File: config.mk
export PLATFORM = sky130hd
export DESIGN_NAME = axil_reg_file
export DESIGN_NICKNAME = d
export VERILOG_FILES = /design/src/rtl/rgmii_pkg.sv /design/src/rtl/axil_reg_file.sv
export SDC_FILE = /design/constraint.sdc
export NUM_CORES = 1
export LEC_CHECK = 0
export BUFFER_PORTS_ARGS = -buffer_cell sky130_fd_sc_hd__buf_2
export CORE_ASPECT_RATIO = 0.6
export CORE_MARGIN = 2
export CORE_UTILIZATION = 35
export DETAILED_ROUTE_END_ITERATION = 10
export GPL_TIMING_DRIVEN = 0
export PLACE_DENSITY_LB_ADDON = 0.25
export SLEW_MARGIN = 10
export SYNTH_ARGS = -nofsm -noshare
export SYNTH_HDL_FRONTEND = slang
export SYNTH_SLANG_ARGS = --single-unit
File: constraint.sdc
create_clock -name clk_i -period 2.3 [get_ports clk_i]
set_input_delay 0.115 -clock clk_i [delete_from_list [all_inputs] [get_ports clk_i]]
set_output_delay 0.115 -clock clk_i [all_outputs]
set_load 0.005 [all_outputs]
File: src/rtl/rgmii_pkg.sv
package rgmii_pkg;

    localparam int AXIL_ADDR_WIDTH = 32;
    localparam int AXIL_DATA_WIDTH = 32;
    localparam int RGMII_WIDTH     = 4;
    localparam int PAYLOAD_WIDTH   = 11;
    localparam int RGMII_REG_NUM   = 7;
    localparam int REG_IDX_WIDTH   = $clog2(RGMII_REG_NUM);
    localparam int REG_STATUS      = 5; // first word that is not plain read/write.

    localparam int PREAMBLE_BYTES = 8;  // includes the SFD.
    localparam int MAC_BYTES      = 6;
    localparam int HDR_BYTES      = 14;
    localparam int FCS_BYTES      = 4;
    localparam int GAP_BYTES      = 12;
    localparam int RX_LINE_BYTES  = FCS_BYTES + 1;

    localparam logic [15:0] ETH_TYPE      = 16'h88B5;
    localparam logic [31:0] CRC_POLY      = 32'hEDB88320; // reflected 802.3 polynomial.
    localparam logic [31:0] CRC_RESIDUE   = 32'hDEBB20E3;
    localparam logic [1:0]  AXI_RESP_OKAY = 2'b00;

    typedef struct packed {
        logic [4:0]               rsvd_hi;
        logic [PAYLOAD_WIDTH-1:0] payload_bytes;
        logic [14:0]              rsvd_lo;
        logic                     check_destination;
    } control_t;

    typedef struct packed {
        logic [15:0] rsvd;
        logic [15:0] mac;
    } mac_hi_t;

    typedef struct packed {
        logic [30:0] rsvd;
        logic        crc_err;
    } status_t;

    typedef struct packed {
        logic [15:0] rsvd;
        logic [7:0]  payload_width;
        logic [7:0]  reg_num;
    } param_t;

    // highest word first, so word 0 is control.
    typedef struct packed {
        param_t      param;
        status_t     status;
        mac_hi_t     mac_host_hi;
        logic [31:0] mac_host_lo;
        mac_hi_t     mac_fpga_hi;
        logic [31:0] mac_fpga_lo;
        control_t    control;
    } rgmii_fields_t;

    typedef union packed {
        logic [RGMII_REG_NUM-1:0][AXIL_DATA_WIDTH-1:0] words;
        rgmii_fields_t                                 fields;
    } rgmii_regs_u;

    typedef struct packed {
        logic                       awvalid;
        logic [AXIL_ADDR_WIDTH-1:0] awaddr;
        logic                       wvalid;
        logic [AXIL_DATA_WIDTH-1:0] wdata;
        logic                       bready;
        logic                       arvalid;
        logic [AXIL_ADDR_WIDTH-1:0] araddr;
        logic                       rready;
    } axil_req_t;

    typedef struct packed {
        logic                       awready;
        logic                       wready;
        logic                       bvalid;
        logic [1:0]                 bresp;
        logic                       arready;
        logic                       rvalid;
        logic [AXIL_DATA_WIDTH-1:0] rdata;
        logic [1:0]                 rresp;
    } axil_rsp_t;

    typedef struct packed {
        logic       tvalid;
        logic [7:0] tdata;
        logic       tlast;
    } axis_t;

    localparam rgmii_regs_u RGMII_REG_INIT = {
        32'h0000_0B07, // param.
        32'h0000_0000, // status.
        32'h0000_0200, // host mac 02:00:..
        32'h0000_0001, // ..00:00:00:01.
        32'h0000_0200,
        32'h0000_0001,
        32'h0040_0000  // 64 payload bytes, no destination check.
    };

endpackage

File: src/rtl/axil_reg_file.sv
`timescale 1ns/100ps

module axil_reg_file
    import rgmii_pkg::*;
(
    input  logic        clk_i,
    input  logic        arst_n_i,
    input  axil_req_t   axil_req_i,
    output axil_rsp_t   axil_rsp_o,
    input  logic        crc_err_i,
    output rgmii_regs_u regs_o
);

    rgmii_regs_u                regs_q;
    logic                       crc_err_q;
    logic                       bvalid_q;
    logic                       rvalid_q;
    logic [AXIL_DATA_WIDTH-1:0] rdata_q;
    logic [AXIL_ADDR_WIDTH-3:0] wr_word;
    logic [AXIL_ADDR_WIDTH-3:0] rd_word;
    logic                       wr_en;
    logic                       rd_en;

    assign wr_word = axil_req_i.awaddr[AXIL_ADDR_WIDTH-1:2];
    assign rd_word = axil_req_i.araddr[AXIL_ADDR_WIDTH-1:2];
    assign wr_en   = axil_req_i.awvalid && axil_req_i.wvalid && !bvalid_q;
    assign rd_en   = axil_req_i.arvalid && !rvalid_q;

    always_ff @(posedge clk_i or negedge arst_n_i) begin
        if (!arst_n_i) begin
            regs_q    <= RGMII_REG_INIT;
            crc_err_q <= 1'b0;
            bvalid_q  <= 1'b0;
            rvalid_q  <= 1'b0;
        end else begin
            if (wr_en && wr_word < REG_STATUS) begin
                regs_q.words[wr_word[REG_IDX_WIDTH-1:0]] <= axil_req_i.wdata;
            end
            if (crc_err_i) begin
                crc_err_q <= 1'b1; // a new error wins over a clear.
            end else if (wr_en && wr_word == REG_STATUS && axil_req_i.wdata[0]) begin
                crc_err_q <= 1'b0;
            end
            if (wr_en) begin
                bvalid_q <= 1'b1;
            end else if (axil_req_i.bready) begin
                bvalid_q <= 1'b0;
            end
            if (rd_en) begin
                rvalid_q <= 1'b1;
            end else if (axil_req_i.rready) begin
                rvalid_q <= 1'b0;
            end
        end
    end

    always_ff @(posedge clk_i) begin
        if (rd_en) begin
            rdata_q <= (rd_word < RGMII_REG_NUM) ? regs_o.words[rd_word[REG_IDX_WIDTH-1:0]] : '0;
        end
    end

    always_comb begin
        regs_o                            = regs_q;
        regs_o.fields.status.crc_err      = crc_err_q;
        regs_o.fields.param.reg_num       = 8'(RGMII_REG_NUM);
        regs_o.fields.param.payload_width = 8'(PAYLOAD_WIDTH);
    end

    assign axil_rsp_o.awready = wr_en;
    assign axil_rsp_o.wready  = wr_en;
    assign axil_rsp_o.bvalid  = bvalid_q;
    assign axil_rsp_o.bresp   = AXI_RESP_OKAY;
    assign axil_rsp_o.arready = rd_en;
    assign axil_rsp_o.rvalid  = rvalid_q;
    assign axil_rsp_o.rdata   = rdata_q;
    assign axil_rsp_o.rresp   = AXI_RESP_OKAY;

    a_bvalid_held : assert property (@(posedge clk_i) disable iff (!arst_n_i)
        axil_rsp_o.bvalid && !axil_req_i.bready |=> axil_rsp_o.bvalid);

endmodule

==> impl_metrics.py, run 1 <==
metrics = {
    "route": {
        "drtIter0Drc": 421,
        "via_per_inst": 4.80,
        "wire_per_inst_um": 21.4,
        "dr.pass1.iters": 4,
        "wirelength_mm": 33.9,
        "ant_nets": 0,
        "drc": 0,
        "vias": 7600,
    },
    "layout": {
        "drive_gt1_share_pct": 46.1,
        "stdcell_area_um2": 14500,
        "final_cells": 1583,
        "antenna_cells": 0,
        "fin_util_pct": 48.1,
        "num-nets-final": 1259,
        "area_growth_pct": 34.6,
    },
    "yosys": {
        "syn_area_um2": 10800,
        "postSynthAreaPerCell_um2": 14.9,
        "synth_flop_cell": "dfrtp_1",
        "synth_edf_count": 32,
        "netlist_instances": 721,
        "yosys_warnings": 0,
        "synth_seq_cells": 242,
        "yosysUniqueCellTypes": 35,
        "postSynth.asyncResetShare_pct": 86.8,
        "ys_seq_area_share_pct": 57.8,
    },
    "worst_setup_path": {
        "crit_required_ns": 2.72,
        "crit_path_start_kind": "register",
        "cp_cell_sequence": "and3b_2, nand4_4, nor4_4, buf_4, buf_4, mux2_1",
        "path_max_fanout": 10,
        "cp_top_family": "simple AND/OR/NAND/NOR gates",
        "path_class": "register to register",
        "crit_path_end_kind": "register",
        "path_buf_inv": 2,
        "arrival_ns": 2.62,
        "crit_path_top_delay_cell": "dfrtp_1",
        "crit_top_cell": "buf_4",
        "critical-path-max-stage-delay_ns": 0.40,
    },
    "timing": {
        "fmax_mhz": 455,
        "rsz0062_at_grt": "yes",
        "final-hold-violation-count": 0,
        "fin_tns_setup_ns": 0,
        "tightestPinTransition_ns": 1.06,
        "skew_ns": 0.00694,
        "finalCritPeriodShare_pct": 95.5,
        "slew_violations": 0,
        "layout_min_cycle_time_ns": 2.20,
        "slew_headroom_pct": 29.1,
        "setup_viol": 0,
    },
    "pwr": {
        "ir_drop_uv": 447,
        "clkPwrFrac_pct": 47.3,
        "p_leak_nw": 7.64,
        "powerDensity_nw_per_um2": 654,
        "p_int_mw": 7.31,
        "swShare_pct": 22.7,
        "seq_power_share_pct": 46.3,
        "finalPower_mw": 9.47,
        "combPwrFrac_pct": 6.4,
        "p_sw_mw": 2.15,
    },
    "cts": {
        "cts.sinks": 242,
        "clk_path_buf_depth": 3,
        "htreeDepth": 1,
        "cts_tree": "yes",
        "worstSkewPairLatency_ns": 0.54,
        "path_clk_slew_ns": 0.06,
        "cts_buffers": 26,
        "cts-root-buf": "clkbuf_16",
    },
    "floorplanning": {
        "die_height_um": 140,
        "core_um2": 30100,
        "initial_core_util_pct": 35.7,
        "pin_count": 369,
        "placementRows": 49,
        "die_width_um": 230,
        "die_area_um2": 32200,
    },
    "global_route": {
        "grt_pass1_wl_mm": 50.4,
        "grt_pass1_vias": 7796,
        "track_usage_pct": 21.0,
        "overflow": 0,
        "antenna_found_initial": 0,
        "grt_max_degree": 100,
    },
    "placed_design": {
        "placed_area_um2": 13100,
        "port_buffers": 343,
        "place.gp.congestion": 0.824,
        "dp_hpwl_mm": 24.7,
        "place_inst": 1493,
    },
    "run_status": {
        "status": "finished clean",
    },
    "run": {
        "cap_violations": 0,
    },
    "worst_hold_path": {
        "hp-class": "input pin to register",
    },
}
==> sequential cells by signal, indices dropped and copies added (netlist names) <==
register   flops
bvalid_q       1
crc_err_q      1
rdata_q       32
regs_q       207
rvalid_q       1
==> per-layer routing <==
metal	vias up	GRT usage [%]	share of wire [%]
met3	41	5.33	8.2
met2	257	32.2	45
li1	3425	-	-
met5	-	0	0
met1	3877	30.4	45
met4	0	3.80	1.5
==> path summary, 6_finish.rpt <==
check	startpoint	endpoint	slack [ns]	cells after the start
max	bvalid_q	regs_q[43]	0.10	6
min	axil_req_i[100]	bvalid_q	0.04	3
max reg2reg	bvalid_q	regs_q[43]	0.10	6
min reg2reg	regs_q[218]	regs_q[218]	0.47	1
max in group asynchronous	arst_n_i	regs_q[185]	1.10	3
min in group asynchronous	arst_n_i	regs_q[137]	0.13	2
==> what timing repair did <==
action | CTS | global route
hold buffers | 39 | 0
gates resized for setup | 1 | 0
pin swaps | 3 | 4
setup endpoints to repair | 36 | 57
hold endpoints to repair | 369 | 0
setup buffers | 0 | 3
==> synthesized netlist by cell type, drive strengths merged (2+ instances only) <==
cell / number / area, µm²
dfstp: 5 / 131
conb: 2 / 7.51
mux2i: 22 / 220
mux2: 170 / 2030
clkbuf: 62 / 233
nand2b: 3 / 18.8
nor2: 56 / 210
nor4: 18 / 269
a211oi: 16 / 120
buf: 49 / 368
nand4: 3 / 48.8
dfrtp: 205 / 5130
a22oi: 10 / 75.1
a21oi: 17 / 85.1
nor2b: 2 / 12.5
edfxtp: 32 / 961
inv: 3 / 11.3
o2bb2ai: 6 / 52.6
mux4: 32 / 721
==> placed cells by master (no fill, tap or decap), drive strengths merged <==
| master | instances |
|---|---|
| mux2 | 170 |
| or2 | 1 |
| inv | 4 |
| dfrtp | 205 |
| o2bb2ai | 6 |
| clkbuf | 94 |
| nor2b | 2 |
| a211oi | 16 |
| mux2i | 22 |
| nor2 | 56 |
| conb | 20 |
| mux4 | 32 |
| dlygate4sd3 | 39 |
| buf | 398 |
| a22oi | 10 |
| clkinvlp | 1 |
| clkinv | 10 |
| a21o | 1 |
| nand2b | 3 |
| nor3 | 1 |
| nor4 | 18 |
| edfxtp | 32 |
| and3 | 1 |
| dfstp | 5 |
| nand4 | 3 |
| and3b | 1 |
| o41ai | 1 |
| nand3 | 1 |
| a21oi | 17 |
| bufinv | 4 |
| and4 | 1 |
==> stage by stage <==
step | worst slack [ns] | hold slack, ns
after floorplan | 0.364 | -0.181
after global placement | -2.80 | 0.290
after detailed placement | -0.154 | -0.0473
after CTS | 0.00567 | 0.00969
after global routing | -0.00692 | 0.0403
final | 0.103 | 0.0378
==> kinds of logic (layout without fill, tap and decap cells) <==
logic type             after synthesis  after routing  synth area share [%]
buffers and inverters              114            550                  5.69
multiplexers                       224            224                  27.6
AO/OA/AOI/OAI                       51             51                  3.24
AND/OR/NAND/NOR                     88             88                  5.58
flip-flops                         242            242                  57.8
other                                2             20                0.0698
==> worst reg2reg max path, stage by stage, from the launching register on <==
cell and delay, ns:
dfrtp_1 0.40, and3b_2 0.32, nand4_4 0.22, nor4_4 0.36
buf_4 0.18, buf_4 0.24, mux2_1 0.35
==> area by class of cell <==
cell class	count	area, µm²
Fill cell	2743	15600
Sequential cell	242	6220
Multi-Input combinational cell	383	4000
Timing Repair Buffer	388	2210
Clock buffer	32	726
Buffer	111	604
Tap cell	408	510
Clock inverter	16	188
Inverter	3	11.3
==> power by group through the flow <==
stage	logic [mW]	registers (mW)	clock network [mW]
2_1_floorplan	0.193	4.47	0
3_3_place_gp	0.538	4.47	0
3_5_place_dp	0.562	4.47	0
4_1_cts	0.617	4.39	4.61
5_1_grt	0.664	4.39	4.79
6_report	0.604	4.39	4.47
Power figures use the tool's default switching activity.
==> run 2: changes to the inputs <==
ABC_AREA = 1   (was default)
==> impl_metrics.py, run 2 <==
metrics = {
    "run_status": {
        "status": "finished clean",
    },
    "timing": {
        "layout_min_cycle_time_ns": 2.13,
        "slew_violations": 0,
        "fmax_mhz": 468,
        "setup_viol": 0,
        "fin_hold_ws_ns": 0.0259,
        "tightestPinTransition_ns": 0.940,
        "rsz0062_at_grt": "no",
        "skew_ns": 0.0294,
        "final-hold-violation-count": 0,
        "slew_headroom_pct": 37.3,
        "finalCritPeriodShare_pct": 92.8,
    },
    "layout": {
        "drive_gt1_share_pct": 24.3,
        "top_regs": "regs_q x207, rdata_q x32",
        "final_common_cell": "nand2_1",
        "largest_register": "regs_q",
        "num-nets-final": 1964,
        "fin_util_pct": 46.6,
        "area_growth_pct": 32.1,
        "layout_common_cells": "nand2_1, buf_2, dfrtp_1, nor2_1, clkbuf_1",
        "largest_register_ff_count": 207,
    },
    "cts": {
        "clk_path_buf_depth": 3,
        "cts-root-buf": "clkbuf_16",
        "cts_tree": "yes",
        "cts.sinks": 242,
        "cts_buffers": 27,
        "path_clk_slew_ns": 0.06,
        "htreeDepth": 1,
        "worstSkewPairLatency_ns": 0.57,
    },
    "global_route": {
        "grt_pass1_wl_mm": 72.0,
        "antenna_found_initial": 1,
        "track_usage_pct": 29.0,
        "grt_pass1_vias": 10880,
        "grt_max_degree": 89,
        "overflow": 0,
    },
    "yosys": {
        "yosysMostFrequentCell": "nand2_1",
        "yosys-top-cells-area": "dfrtp_1, nand2_1, edfxtp_1",
        "synthTopCellsByCount": "nand2_1, dfrtp_1, nor2_1, clkbuf_1, nand3_1",
        "synth_seq_cells": 242,
        "netlist_instances": 1426,
        "yosys_warnings": 0,
        "ys_seq_area_share_pct": 54.7,
        "synth_edf_count": 32,
        "synth_flop_cell": "dfrtp_1",
        "synth_top_area_share_pct": 45.1,
        "postSynthAreaPerCell_um2": 7.98,
        "syn_area_um2": 11400,
        "synth_area_leader_cell": "dfrtp_1",
        "postSynth.asyncResetShare_pct": 86.8,
        "yosysUniqueCellTypes": 26,
    },
    "worst_setup_path": {
        "cp_top_family": "simple AND/OR/NAND/NOR gates",
        "path_class": "register to register",
        "path_buf_inv": 3,
        "arrival_ns": 2.63,
        "crit_required_ns": 2.80,
        "cp_cell_sequence": "inv_1, nand3_1, nor2_1, nand2_1, nor2_4, buf_2, buf_2, nand4_1, nand2_1",
        "reg2reg_depth": 9,
        "crit_path_end_kind": "register",
        "path_depth": 9,
        "crit_path_start_kind": "register",
        "critical-path-max-stage-delay_ns": 0.39,
        "path_max_fanout": 10,
        "crit_path_top_delay_cell": "dfrtp_1",
    },
    "floorplanning": {
        "die_width_um": 237,
        "placementRows": 51,
        "core_um2": 32200,
        "die_height_um": 144,
        "die_area_um2": 34000,
        "initial_core_util_pct": 35.3,
        "pin_count": 369,
    },
    "route": {
        "ant_nets": 0,
        "wirelength_mm": 50.3,
        "vias": 11958,
        "dr.pass1.iters": 8,
        "drtIter0Drc": 1335,
        "drc": 0,
        "via_per_inst": 5.18,
        "wire_per_inst_um": 21.8,
    },
    "worst_hold_path": {
        "hp-class": "input pin to register",
        "hold_depth": 4,
    },
    "pwr": {
        "powerDensity_nw_per_um2": 625,
        "p_leak_nw": 8.47,
        "ir_drop_uv": 487,
    },
    "placed_design": {
        "port_buffers": 343,
        "place.gp.congestion": 0.905,
        "dp_hpwl_mm": 37.2,
    },
    "run": {
        "cap_violations": 0,
    },
}
==> run 2: metrics by stage <==
stage,cells,power (mW),worst slack [ns],instance area (µm²),TNS (ns)
floorplan,1444,4.75,0.798,11400,0
global placement,2211,5.16,-2.81,13700,-576.39
detailed placement,2214,5.19,-0.184,13800,-1.04
CTS,2304,9.43,0.0430,15000,0
global route,2306,9.70,0.0141,15000,0
finish,2307,9.39,0.165,15000,0
==> run 2: per-layer routing <==
layer  GRT usage [%]  up-vias  part of all wire [%]
li1                -     5430                     -
met1            41.6     5733                    44
met2            41.6      711                    41
met3            10.3       84                    12
met4            6.90        0                   2.6
met5               0        -                     0
==> run 2: logic make-up after synthesis <==
kind of cell,count (synthesis),synth area share (%)
AOI/OAI and AO/OA,89,4.42
buffers and inverters,226,8.62
and+or+nand+nor,867,32.2
other,2,0.0660
DFF,242,54.7
==> run 2: final timing paths <==
check,from,end,slack [ns]
worst min-delay path,axil_req_i[70],regs_q[140],0.03
max in group asynchronous,arst_n_i,regs_q[190],1.01
worst max-delay path,bvalid_q,regs_q[133],0.17
worst max register to register,bvalid_q,regs_q[133],0.17
min in group asynchronous,arst_n_i,regs_q[164],0.04
worst min register to register,regs_q[169],regs_q[169],0.47
==> run 2: timing repair <==
action                     in CTS  in global routing
resized for setup               0                  1
setup endpoints to repair       0                 29
hold buffers                   40                  0
buffers inserted                0                  1
hold endpoints to repair      282                  0
==> run 2: cell type report <==
cell class	instances	area (µm²)
multi-input combinational	976	4250
inverter	63	236
clock buffer	39	762
fill	3317	17200
tap	424	531
buffer	163	744
timing repair buffer	387	2210
sequential	242	6220
clock inverter	11	71.3
antenna	2	5.00
==> run 2: where the power goes <==
part           leakage [nW]  switching [mW]  internal (mW)  total, mW
registers              3.22          0.0124           4.38       4.39
logic                  4.84           0.515          0.267      0.782
clock network         0.405            1.90           2.32       4.22
==> run 2: worst register-to-register path: cells and delay by family, from the launching register on <==
family	cells	cell delay [ns]
flops	1	0.39
buf+inv	3	0.69
simple gates	6	1.03
