## config.mk

```make
export PLATFORM = sky130hd
export DESIGN_NAME = rgmii_rx
export DESIGN_NICKNAME = d
export VERILOG_FILES = /design/src/rtl/rgmii_pkg.sv /design/src/rtl/eth_crc32.sv /design/src/rtl/rgmii_rx.sv
export SDC_FILE = /design/constraint.sdc
export NUM_CORES = 1
export LEC_CHECK = 0
export BUFFER_PORTS_ARGS = -buffer_cell sky130_fd_sc_hd__buf_2
export CAP_MARGIN = 20
export CORE_MARGIN = 2
export CORE_UTILIZATION = 50
export DETAILED_ROUTE_END_ITERATION = 12
export GPL_ROUTABILITY_DRIVEN = 0
export GPL_TIMING_DRIVEN = 0
export PLACE_DENSITY = 0.85
export SLEW_MARGIN = 20
export SYNTH_ARGS = -nofsm -noshare
export SYNTH_HDL_FRONTEND = slang
export SYNTH_SLANG_ARGS = --single-unit
```

## constraint.sdc

```tcl
create_clock -name clk_i -period 3.8 [get_ports clk_i]
set_input_delay 0.76 -clock clk_i [delete_from_list [all_inputs] [get_ports clk_i]]
set_output_delay 0.76 -clock clk_i [all_outputs]
set_load 0.02 [all_outputs]
```

## src/rtl/rgmii_pkg.sv

```systemverilog
package rgmii_pkg;

    localparam int AXIL_ADDR_WIDTH = 32;
    localparam int AXIL_DATA_WIDTH = 32;
    localparam int RGMII_WIDTH     = 4;
    localparam int PAYLOAD_WIDTH   = 11;
    localparam int RGMII_REG_NUM   = 7;
    localparam int REG_IDX_WIDTH   = $clog2(RGMII_REG_NUM);
    localparam int REG_STATUS      = 5; // first word that is not plain read/write.

    localparam int PREAMBLE_BYTES = 8;  // includes the SFD.
    localparam int MAC_BYTES      = 6;
    localparam int HDR_BYTES      = 14;
    localparam int FCS_BYTES      = 4;
    localparam int GAP_BYTES      = 12;
    localparam int RX_LINE_BYTES  = FCS_BYTES + 1;

    localparam logic [15:0] ETH_TYPE      = 16'h88B5;
    localparam logic [31:0] CRC_POLY      = 32'hEDB88320; // reflected 802.3 polynomial.
    localparam logic [31:0] CRC_RESIDUE   = 32'hDEBB20E3;
    localparam logic [1:0]  AXI_RESP_OKAY = 2'b00;

    typedef struct packed {
        logic [4:0]               rsvd_hi;
        logic [PAYLOAD_WIDTH-1:0] payload_bytes;
        logic [14:0]              rsvd_lo;
        logic                     check_destination;
    } control_t;

    typedef struct packed {
        logic [15:0] rsvd;
        logic [15:0] mac;
    } mac_hi_t;

    typedef struct packed {
        logic [30:0] rsvd;
        logic        crc_err;
    } status_t;

    typedef struct packed {
        logic [15:0] rsvd;
        logic [7:0]  payload_width;
        logic [7:0]  reg_num;
    } param_t;

    // highest word first, so word 0 is control.
    typedef struct packed {
        param_t      param;
        status_t     status;
        mac_hi_t     mac_host_hi;
        logic [31:0] mac_host_lo;
        mac_hi_t     mac_fpga_hi;
        logic [31:0] mac_fpga_lo;
        control_t    control;
    } rgmii_fields_t;

    typedef union packed {
        logic [RGMII_REG_NUM-1:0][AXIL_DATA_WIDTH-1:0] words;
        rgmii_fields_t                                 fields;
    } rgmii_regs_u;

    typedef struct packed {
        logic                       awvalid;
        logic [AXIL_ADDR_WIDTH-1:0] awaddr;
        logic                       wvalid;
        logic [AXIL_DATA_WIDTH-1:0] wdata;
        logic                       bready;
        logic                       arvalid;
        logic [AXIL_ADDR_WIDTH-1:0] araddr;
        logic                       rready;
    } axil_req_t;

    typedef struct packed {
        logic                       awready;
        logic                       wready;
        logic                       bvalid;
        logic [1:0]                 bresp;
        logic                       arready;
        logic                       rvalid;
        logic [AXIL_DATA_WIDTH-1:0] rdata;
        logic [1:0]                 rresp;
    } axil_rsp_t;

    typedef struct packed {
        logic       tvalid;
        logic [7:0] tdata;
        logic       tlast;
    } axis_t;

    localparam rgmii_regs_u RGMII_REG_INIT = {
        32'h0000_0B07, // param.
        32'h0000_0000, // status.
        32'h0000_0200, // host mac 02:00:..
        32'h0000_0001, // ..00:00:00:01.
        32'h0000_0200,
        32'h0000_0001,
        32'h0040_0000  // 64 payload bytes, no destination check.
    };

endpackage

```

## src/rtl/eth_crc32.sv

```systemverilog
`timescale 1ns/100ps

module eth_crc32
    import rgmii_pkg::*;
(
    input  logic        clk_i,
    input  logic        arst_n_i,
    input  logic        init_i,
    input  logic        en_i,
    input  logic [7:0]  data_i,
    output logic [31:0] crc_o,
    output logic        residue_ok_o
);

    logic [31:0] crc_q;

    // lsb first, one bit per step.
    function automatic logic [31:0] crc_next(input logic [31:0] crc, input logic [7:0] data);
        logic [31:0] c;
        c = crc;
        for (int i = 0; i < 8; i++) begin
            c = (c[0] ^ data[i]) ? ((c >> 1) ^ CRC_POLY) : (c >> 1);
        end
        return c;
    endfunction

    always_ff @(posedge clk_i or negedge arst_n_i) begin
        if (!arst_n_i) begin
            crc_q <= '1;
        end else if (init_i) begin
            crc_q <= '1;
        end else if (en_i) begin
            crc_q <= crc_next(crc_q, data_i);
        end
    end

    assign crc_o        = ~crc_q; // fcs, sent low byte first.
    assign residue_ok_o = (crc_q == CRC_RESIDUE);

endmodule

```

## src/rtl/rgmii_rx.sv

```systemverilog
`timescale 1ns/100ps

module rgmii_rx
    import rgmii_pkg::*;
(
    input  logic                   clk_i,
    input  logic                   arst_n_i,
    input  rgmii_fields_t          cfg_i,
    input  logic [RGMII_WIDTH-1:0] eth_rxd_i,
    input  logic                   eth_rx_ctl_i,
    output axis_t                  m_axis_o,
    output logic                   crc_err_o
);

    typedef enum logic [1:0] {
        ST_HUNT, ST_DST, ST_SKIP, ST_DATA
    } state_t;

    state_t                        state_q;
    logic                          ph_q;
    logic                          ctl_q;
    logic                          drop_q;
    logic [2:0]                    cnt_q;
    logic [2:0]                    fill_q;
    logic [RGMII_WIDTH-1:0]        lo_q;
    logic [RX_LINE_BYTES-1:0][7:0] line_q;
    logic [7:0]                    rx_byte;
    logic                          byte_v;
    logic                          frame_end;
    logic                          residue_ok;
    logic [8*MAC_BYTES-1:0]        fpga_mac;
    logic                          m_tvalid_q;
    logic                          m_tlast_q;
    logic [7:0]                    m_tdata_q;

    assign rx_byte   = {eth_rxd_i, lo_q};
    assign byte_v    = eth_rx_ctl_i && ph_q;
    assign frame_end = ctl_q && !eth_rx_ctl_i;
    assign fpga_mac  = {cfg_i.mac_fpga_hi.mac, cfg_i.mac_fpga_lo};

    eth_crc32 i_eth_crc32 (
        .clk_i       (clk_i),
        .arst_n_i    (arst_n_i),
        .init_i      (state_q == ST_HUNT),
        .en_i        (byte_v && state_q != ST_HUNT),
        .data_i      (rx_byte),
        .crc_o       (),
        .residue_ok_o(residue_ok)
    );

    always_ff @(posedge clk_i or negedge arst_n_i) begin
        if (!arst_n_i) begin
            state_q    <= ST_HUNT;
            ph_q       <= 1'b0;
            ctl_q      <= 1'b0;
            drop_q     <= 1'b0;
            cnt_q      <= '0;
            fill_q     <= '0;
            m_tvalid_q <= 1'b0;
            m_tlast_q  <= 1'b0;
            crc_err_o  <= 1'b0;
        end else begin
            ctl_q      <= eth_rx_ctl_i;
            ph_q       <= eth_rx_ctl_i && !ph_q;
            m_tvalid_q <= 1'b0;
            m_tlast_q  <= 1'b0;
            crc_err_o  <= frame_end && state_q != ST_HUNT && !residue_ok;
            if (!eth_rx_ctl_i) begin
                state_q <= ST_HUNT;
                // flush the byte still held ahead of the fcs.
                if (frame_end && state_q == ST_DATA && fill_q == RX_LINE_BYTES && !drop_q) begin
                    m_tvalid_q <= 1'b1;
                    m_tlast_q  <= 1'b1;
                end
            end else if (byte_v) begin
                cnt_q <= cnt_q + 1'b1;
                case (state_q)
                    ST_HUNT: begin
                        if (rx_byte == 8'hD5) begin
                            state_q <= ST_DST;
                            cnt_q   <= '0;
                            drop_q  <= 1'b0;
                            fill_q  <= '0;
                        end
                    end
                    ST_DST: begin
                        if (cfg_i.control.check_destination &&
                            rx_byte != fpga_mac[8*(MAC_BYTES-1-cnt_q) +: 8]) begin
                            drop_q <= 1'b1;
                        end
                        if (cnt_q == MAC_BYTES - 1) begin
                            state_q <= ST_SKIP;
                            cnt_q   <= '0;
                        end
                    end
                    ST_SKIP: begin
                        if (cnt_q == HDR_BYTES - MAC_BYTES - 1) begin
                            state_q <= ST_DATA;
                        end
                    end
                    default: begin
                        if (fill_q == RX_LINE_BYTES) begin
                            m_tvalid_q <= !drop_q;
                        end else begin
                            fill_q <= fill_q + 1'b1;
                        end
                    end
                endcase
            end
        end
    end

    always_ff @(posedge clk_i) begin
        if (!ph_q) begin
            lo_q <= eth_rxd_i; // low nibble comes first.
        end
        if (byte_v && state_q == ST_DATA) begin
            line_q    <= {line_q[RX_LINE_BYTES-2:0], rx_byte};
            m_tdata_q <= line_q[RX_LINE_BYTES-1];
        end else if (frame_end) begin
            m_tdata_q <= line_q[RX_LINE_BYTES-1];
        end
    end

    assign m_axis_o.tvalid = m_tvalid_q;
    assign m_axis_o.tdata  = m_tdata_q;
    assign m_axis_o.tlast  = m_tlast_q;

endmodule

```

==> results.cfg, run 1 <==
[setup_path]
start_kind = flop
critical_path_required_ps = 4030
endpoint_kind = flop
startpoint = cnt_q[1]$_DFFE_PN0P_
critPathTopFamily = simple AND/OR/NAND/NOR gates
crit_path_max_incr_delay_ps = 500
path_class = reg2reg
crit_chain = inv_1 -> ha_1 -> buf_2 -> or3b_2 -> clkbuf_1 -> o22ai_1 -> a21oi_1 -> xnor2_1 -> nor4_1 -> a41oi_1
crit_path_top_delay_cell = dfrtp_1
crit_fanout = 8
worstReg2RegStart = cnt_q[1]$_DFFE_PN0P_
path_buf_inv = 3
critPathArrivalTime_ps = 3060

[global_route]
grt_pass1_wl_mm = 17.4
antenna_found_initial = 0
grt_use_total_pct = 20.3
grt_max_degree = 47
grt_remaining_overflow = 0
grt_pass1_vias = 3348

[detailed_routing]
avgRoutedWirePerCell_um = 17.8
met2_length_mm = 5.11
drtIter0Drc = 218
wl_met1_mm = 4.60
firstDrtPassIters = 5
dr_wl_met3_um = 650
route.detailed.drc = 0
top_layer_used = met4
drt-total-wl_mm = 10.7
viasPerCell = 5.60
vias = 3347
final_antenna_net_count = 0

[clock_network]
cts_root_buffer = clkbuf_8
holdBufCountCts = 0
cts_sinks = 98
cts_resized = 0
clkLatencyLatePin_ps = 370
clk_pin_slew_ps = 110
cts_buffers = 9
cts_tree = built
post_cts_buffers = 0
cts_buffer_depth = 2
htree_num_levels = 3

[layout]
utilization_pct = 59.1
final_cell_mix = buf_2, edfxtp_1, xnor2_1
antennaDiodeCount = 0
drive_above_1_share_pct = 32.0
final_common_cell = buf_2
nets = 701
area_growth_pct = 13.8
n_fill_cell = 819

[sta]
fin_worst_skew_ps = 14.5
finalSetupViolations = 0
setup_tns_ps = 0
worst_slew_pin_slew_ps = 681
hold_slack_ps = 376
fmax_mhz = 353
min_period_ps = 2830
rsz0062_at_grt = no
setup_slack_ps = 967
slew_headroom_pct = 54.6
hold_viol_final = 0
min_period_over_period_pct = 74.6
maxSlewViolCount = 0

[logic_synthesis]
async_flop_share_pct = 46.9
synth_edf_count = 52
yosys.area_share.simple_pct = 8.56
netlist.area_leader.share_pct = 30.6
syn-cell-area_um2 = 5100
synth_area_per_cell_um2 = 13.4
syn_inst = 382
synth.area.mux_share_pct = 5.22
synthXorXnorAreaFrac_pct = 18.2
syn_nets = 623
ys_types = 52
ys_warn_count = 0
synth_top_family_by_area = XOR/XNOR gates
ys.flop_type = edfxtp_1
synth.ff_latch_count = 98
ys_seq_area_share_pct = 54.0
synth_compound_area_share_pct = 9.42
synth_area_leaders = edfxtp_1, dfstp_2, dfrtp_1, xnor2_1, xnor2_4
synth_top_area_cell = edfxtp_1
synth_adder_area_share_pct = 2.45

[placement]
io_buffers = 66
place_hpwl_mm = 7.77
dp_slack_ps = 1030

[floorplan]
initial_utilization_pct = 51.9
ioPinCount = 242
rows = 36
die-area_um2 = 11000
core_area_um2 = 9820
die_y_um = 105
fp.dieW_um = 105

[power_and_ir_drop]
p_leak_nw = 2.20
p_per_area_nw_per_um2 = 451
ir_worst_vdd_mv = 0.401

[worst_hold_path]
worstHoldPathType = in2async

[outcome]
outcome = completed

[run]
cap_violations = 0
[cell usage after synthesis (8+ instances only)]
cell,instances
mux2i_1,21
xnor2_1,40
clkbuf_1,9
a21oi_1,8
ha_1,10
a211o_1,30
dfstp_2,32
nor2_1,38
dfrtp_1,14
xnor2_4,10
edfxtp_1,52
xor2_1,20
[sequential cells by signal, summed over array words and instances, names as in the netlist]
register           flops
ph_q                   1
fill_q                 3
line_q                40
crc_err_o              1
lo_q                   4
m_tlast_q              1
cnt_q                  3
i_eth_crc32.crc_q     32
drop_q                 1
m_tdata_q              8
m_tvalid_q             1
state_q                2
ctl_q                  1
[path summary, 6_finish.rpt]
kind,to,slack [ps],cells past startpoint
min,crc_err_o$_DFF_PN0_,380,1
min in group clk_i,m_tdata_q[0]$_DFFE_PP_,410,0
max,drop_q$_DFFE_PN0P_,970,10
max in group asynchronous,i_eth_crc32.crc_q[1]$_DFFE_PN1P_,3010,1
max reg2reg,drop_q$_DFFE_PN0P_,970,10
min reg2reg,m_tdata_q[0]$_DFFE_PP_,410,0
[routing by layer]
layer  GRT usage (%)  up-vias
met5               0        -
li1                -     1537
met1            27.1     1626
met2            32.3      160
met3            3.37       24
met4            9.52        0
[metrics by stage]
stage / instances / power, mW / cell area, um^2
4_1_cts: 598 / 2.63 / 5800
6_report: 598 / 2.62 / 5810
2_1_floorplan: 382 / 1.82 / 5100
3_5_place_dp: 582 / 2.00 / 5620
3_3_place_gp: 581 / 1.97 / 5600
5_1_grt: 598 / 2.74 / 5810
[where the power goes]
part	switching (mW)	total (mW)	internal [mW]
Combinational	0.417	0.805	0.388
Clock	0.387	0.637	0.250
Sequential	0.0385	1.18	1.14
Total	0.843	2.62	1.78
[worst reg2reg max path, delay by kind of cell, from the launching register on]
family	cells	cell delay, ps
fa+ha+maj	1	290
simple gates	2	810
flops	1	500
compound gates	3	460
xor+xnor	1	170
buf+inv	3	490
[area by class of cell]
type                    count  area, um^2  share of cell area [%]
multi-input cells         260        2240                    38.6
clock inverters             7        60.1                    1.03
plain buffers              18        86.3                    1.49
repair buffers             67         353                    6.08
clock buffers               9         124                    2.13
well taps                 133         166                    2.87
flip-flops and latches     98        2750                    47.4
inverters                   6        22.5                   0.388
[logic make-up (layout without fill, tap and decap cells)]
| logic type | count (synthesis) | after routing |
|---|---|---|
| adders and majority gates | 10 | 10 |
| and+or+nand+nor | 83 | 83 |
| buffers and inverters | 24 | 107 |
| DFF | 98 | 98 |
| AOI/OAI and AO/OA | 63 | 63 |
| xor gates and xnor gates | 78 | 78 |
| muxes | 26 | 26 |
(Power assumes the default switching activity.)
==> run 2, diff against run 1 <==
--- a/config.mk
+++ b/config.mk
@@ -8,11 +8,11 @@
 export BUFFER_PORTS_ARGS = -buffer_cell sky130_fd_sc_hd__buf_2
 export CAP_MARGIN = 20
 export CORE_MARGIN = 2
-export CORE_UTILIZATION = 50
+export CORE_UTILIZATION = 47
 export DETAILED_ROUTE_END_ITERATION = 12
 export GPL_ROUTABILITY_DRIVEN = 0
 export GPL_TIMING_DRIVEN = 0
-export PLACE_DENSITY = 0.85
+export PLACE_DENSITY = 0.81
 export SLEW_MARGIN = 20
 export SYNTH_ARGS = -nofsm -noshare
 export SYNTH_HDL_FRONTEND = slang
==> constraint.sdc (replaced) <==
create_clock -name clk_i -period 2.7 [get_ports clk_i]
set_input_delay 0.54 -clock clk_i [delete_from_list [all_inputs] [get_ports clk_i]]
set_output_delay 0.54 -clock clk_i [all_outputs]
set_load 0.02 [all_outputs]
==> run 2 against run 1 <==
  * Sequential power rose by 40%
  * Clock power increased by 52%
  * Core utilization decreased by 4.5 points
  * Cell area rose by 0.58%
  * Hold slack got worse by 210 ps
  * Critical path type unchanged
  * Largest cell class unchanged
==> results.cfg, run 2 (same netlist as run 1, synthesis figures left out) <==
[outcome]
outcome = completed

[sta]
min_period_ps = 2450
hold_viol_final = 0
min_period_over_period_pct = 90.7
slew_headroom_pct = 58.0
setup_slack_ps = 252
rsz0062_at_grt = no
worst_slew_pin_slew_ps = 629
finalSetupViolations = 0
maxSlewViolCount = 0
fmax_mhz = 408
fin_worst_skew_ps = 11.4

[global_route]
grt_pass1_vias = 3280
grt_max_degree = 47
antenna_found_initial = 0
grt_remaining_overflow = 0
grt_pass1_wl_mm = 16.3
grt_use_total_pct = 18.3

[setup_path]
crit_path_top_delay_cell = dfrtp_2
r2r_end = drop_q$_DFFE_PN0P_
rrSetupSlack_ps = 250
path_class = reg2reg
critical_path_required_ps = 2940
crit_path_frequent_cell = buf_2
crit_path_max_incr_delay_ps = 440
critPathArrivalTime_ps = 2690
rr_worst_depth = 10
path_buf_inv = 3
startpoint = cnt_q[1]$_DFFE_PN0P_
endpoint_kind = flop
crit_chain = inv_1 -> ha_1 -> buf_2 -> buf_2 -> mux2i_1 -> o22ai_1 -> a21oi_1 -> xnor2_1 -> nor4_1 -> a41oi_1
worstReg2RegStart = cnt_q[1]$_DFFE_PN0P_
critPathTopFamily = buffers and inverters
crit_cells = 10
endpoint = drop_q$_DFFE_PN0P_
crit_fanout = 10
start_kind = flop

[clock_network]
cts_root_buffer = clkbuf_8
holdBufCountCts = 0
clk_pin_slew_ps = 100
cts_sinks = 98
htree_num_levels = 3
post_cts_buffers = 0
clkLatencyLatePin_ps = 370
cts_buffers = 9
cts_tree = built
cts_buffer_depth = 2
cts_resized = 0

[detailed_routing]
top_layer_used = met4
wl_met1_mm = 4.39
met2_length_mm = 4.66
drtIter0Drc = 275
firstDrtPassIters = 6
dr_wl_met3_um = 638
drt-total-wl_mm = 10.0
route.detailed.drc = 0
avgRoutedWirePerCell_um = 16.6
vias = 3275
viasPerCell = 5.42
final_antenna_net_count = 0

[floorplan]
rows = 38
die-area_um2 = 11700
initial_utilization_pct = 47.7
core_area_um2 = 10700
fp.dieW_um = 108
die_y_um = 108
ioPinCount = 242

[placement]
dp_slack_ps = 58.9
placed_area_um2 = 5640
place_hpwl_mm = 7.31
io_buffers = 66

[layout]
final_cell_mix = buf_2, edfxtp_1, xnor2_1
drive_above_1_share_pct = 32.3
top_register = line_q
design_area_um2 = 5840
antennaDiodeCount = 0
n_fill_cell = 885
utilization_pct = 54.6
largest_reg_flops = 40
area_growth_pct = 14.5
final_common_cell = buf_2
nets = 700
top_regs = line_q (40), i_eth_crc32.crc_q (32), m_tdata_q (8)

[worst_hold_path]
worstHoldPathType = in2async

[run]
cap_violations = 0

[power_and_ir_drop]
p_leak_nw = 2.20
p_per_area_nw_per_um2 = 639
ir_worst_vdd_mv = 0.501
## run 2: cell count changes in the layout (fill, tap and decap cells not counted)
cell	delta
clkinv_4	-1
dfrtp_2	+1
clkinv_1	-1
bufinv_16	+1
buf_16	+1
dfrtp_1	-1
or3b_2	-1
clkinvlp_4	+1
inv_8	-1
or3b_4	+1
buf_12	-1
## run 2: report_power, final
| group | internal, mW | total [mW] | switching [mW] |
|---|---|---|---|
| sequential | 1.60 | 1.65 | 0.0487 |
| clock | 0.440 | 0.966 | 0.526 |
| combinational | 0.550 | 1.12 | 0.566 |
| total | 2.59 | 3.73 | 1.14 |
## run 2: how the worst min path moves through the flow
stage,from,slack (ps),end,cells past startpoint
after floorplan,arst_n_i,240,cnt_q[0]$_DFFE_PN0P_,0
after global placement,line_q[29]$_DFFE_PP_,400,line_q[37]$_DFFE_PP_,0
after detailed placement,line_q[3]$_DFFE_PP_,400,line_q[11]$_DFFE_PP_,0
after CTS,eth_rx_ctl_i,350,ctl_q$_DFF_PN0_,1
after global routing,arst_n_i,200,crc_err_o$_DFF_PN0_,1
final,arst_n_i,170,crc_err_o$_DFF_PN0_,1
## run 2: routing by layer
| layer | global-route usage (%) | up-vias |
|---|---|---|
| met2 | 28.5 | 145 |
| met1 | 24.4 | 1577 |
| li1 | - | 1525 |
| met4 | 8.88 | 0 |
| met5 | 0 | - |
| met3 | 3.80 | 28 |
## run 2: area by class of cell
type | count | area [um^2] | area share [%]
buffer | 17 | 82.6 | 1.41
clock buffer | 10 | 128 | 2.19
clock inverter | 6 | 73.8 | 1.26
inverter | 6 | 22.5 | 0.386
multi-input combinational | 260 | 2240 | 38.4
sequential | 98 | 2750 | 47.2
tap | 140 | 175 | 3.00
timing repair buffer | 67 | 360 | 6.17
## run 2: stage by stage
stage	setup TNS, ps	std cells	hold WS (ps)	power (mW)
2_1_floorplan	0	382	244	2.56
3_3_place_gp	-328	588	401	2.77
3_5_place_dp	0	589	405	2.79
4_1_cts	0	605	354	3.75
5_1_grt	0	604	204	3.92
6_report	0	604	167	3.73
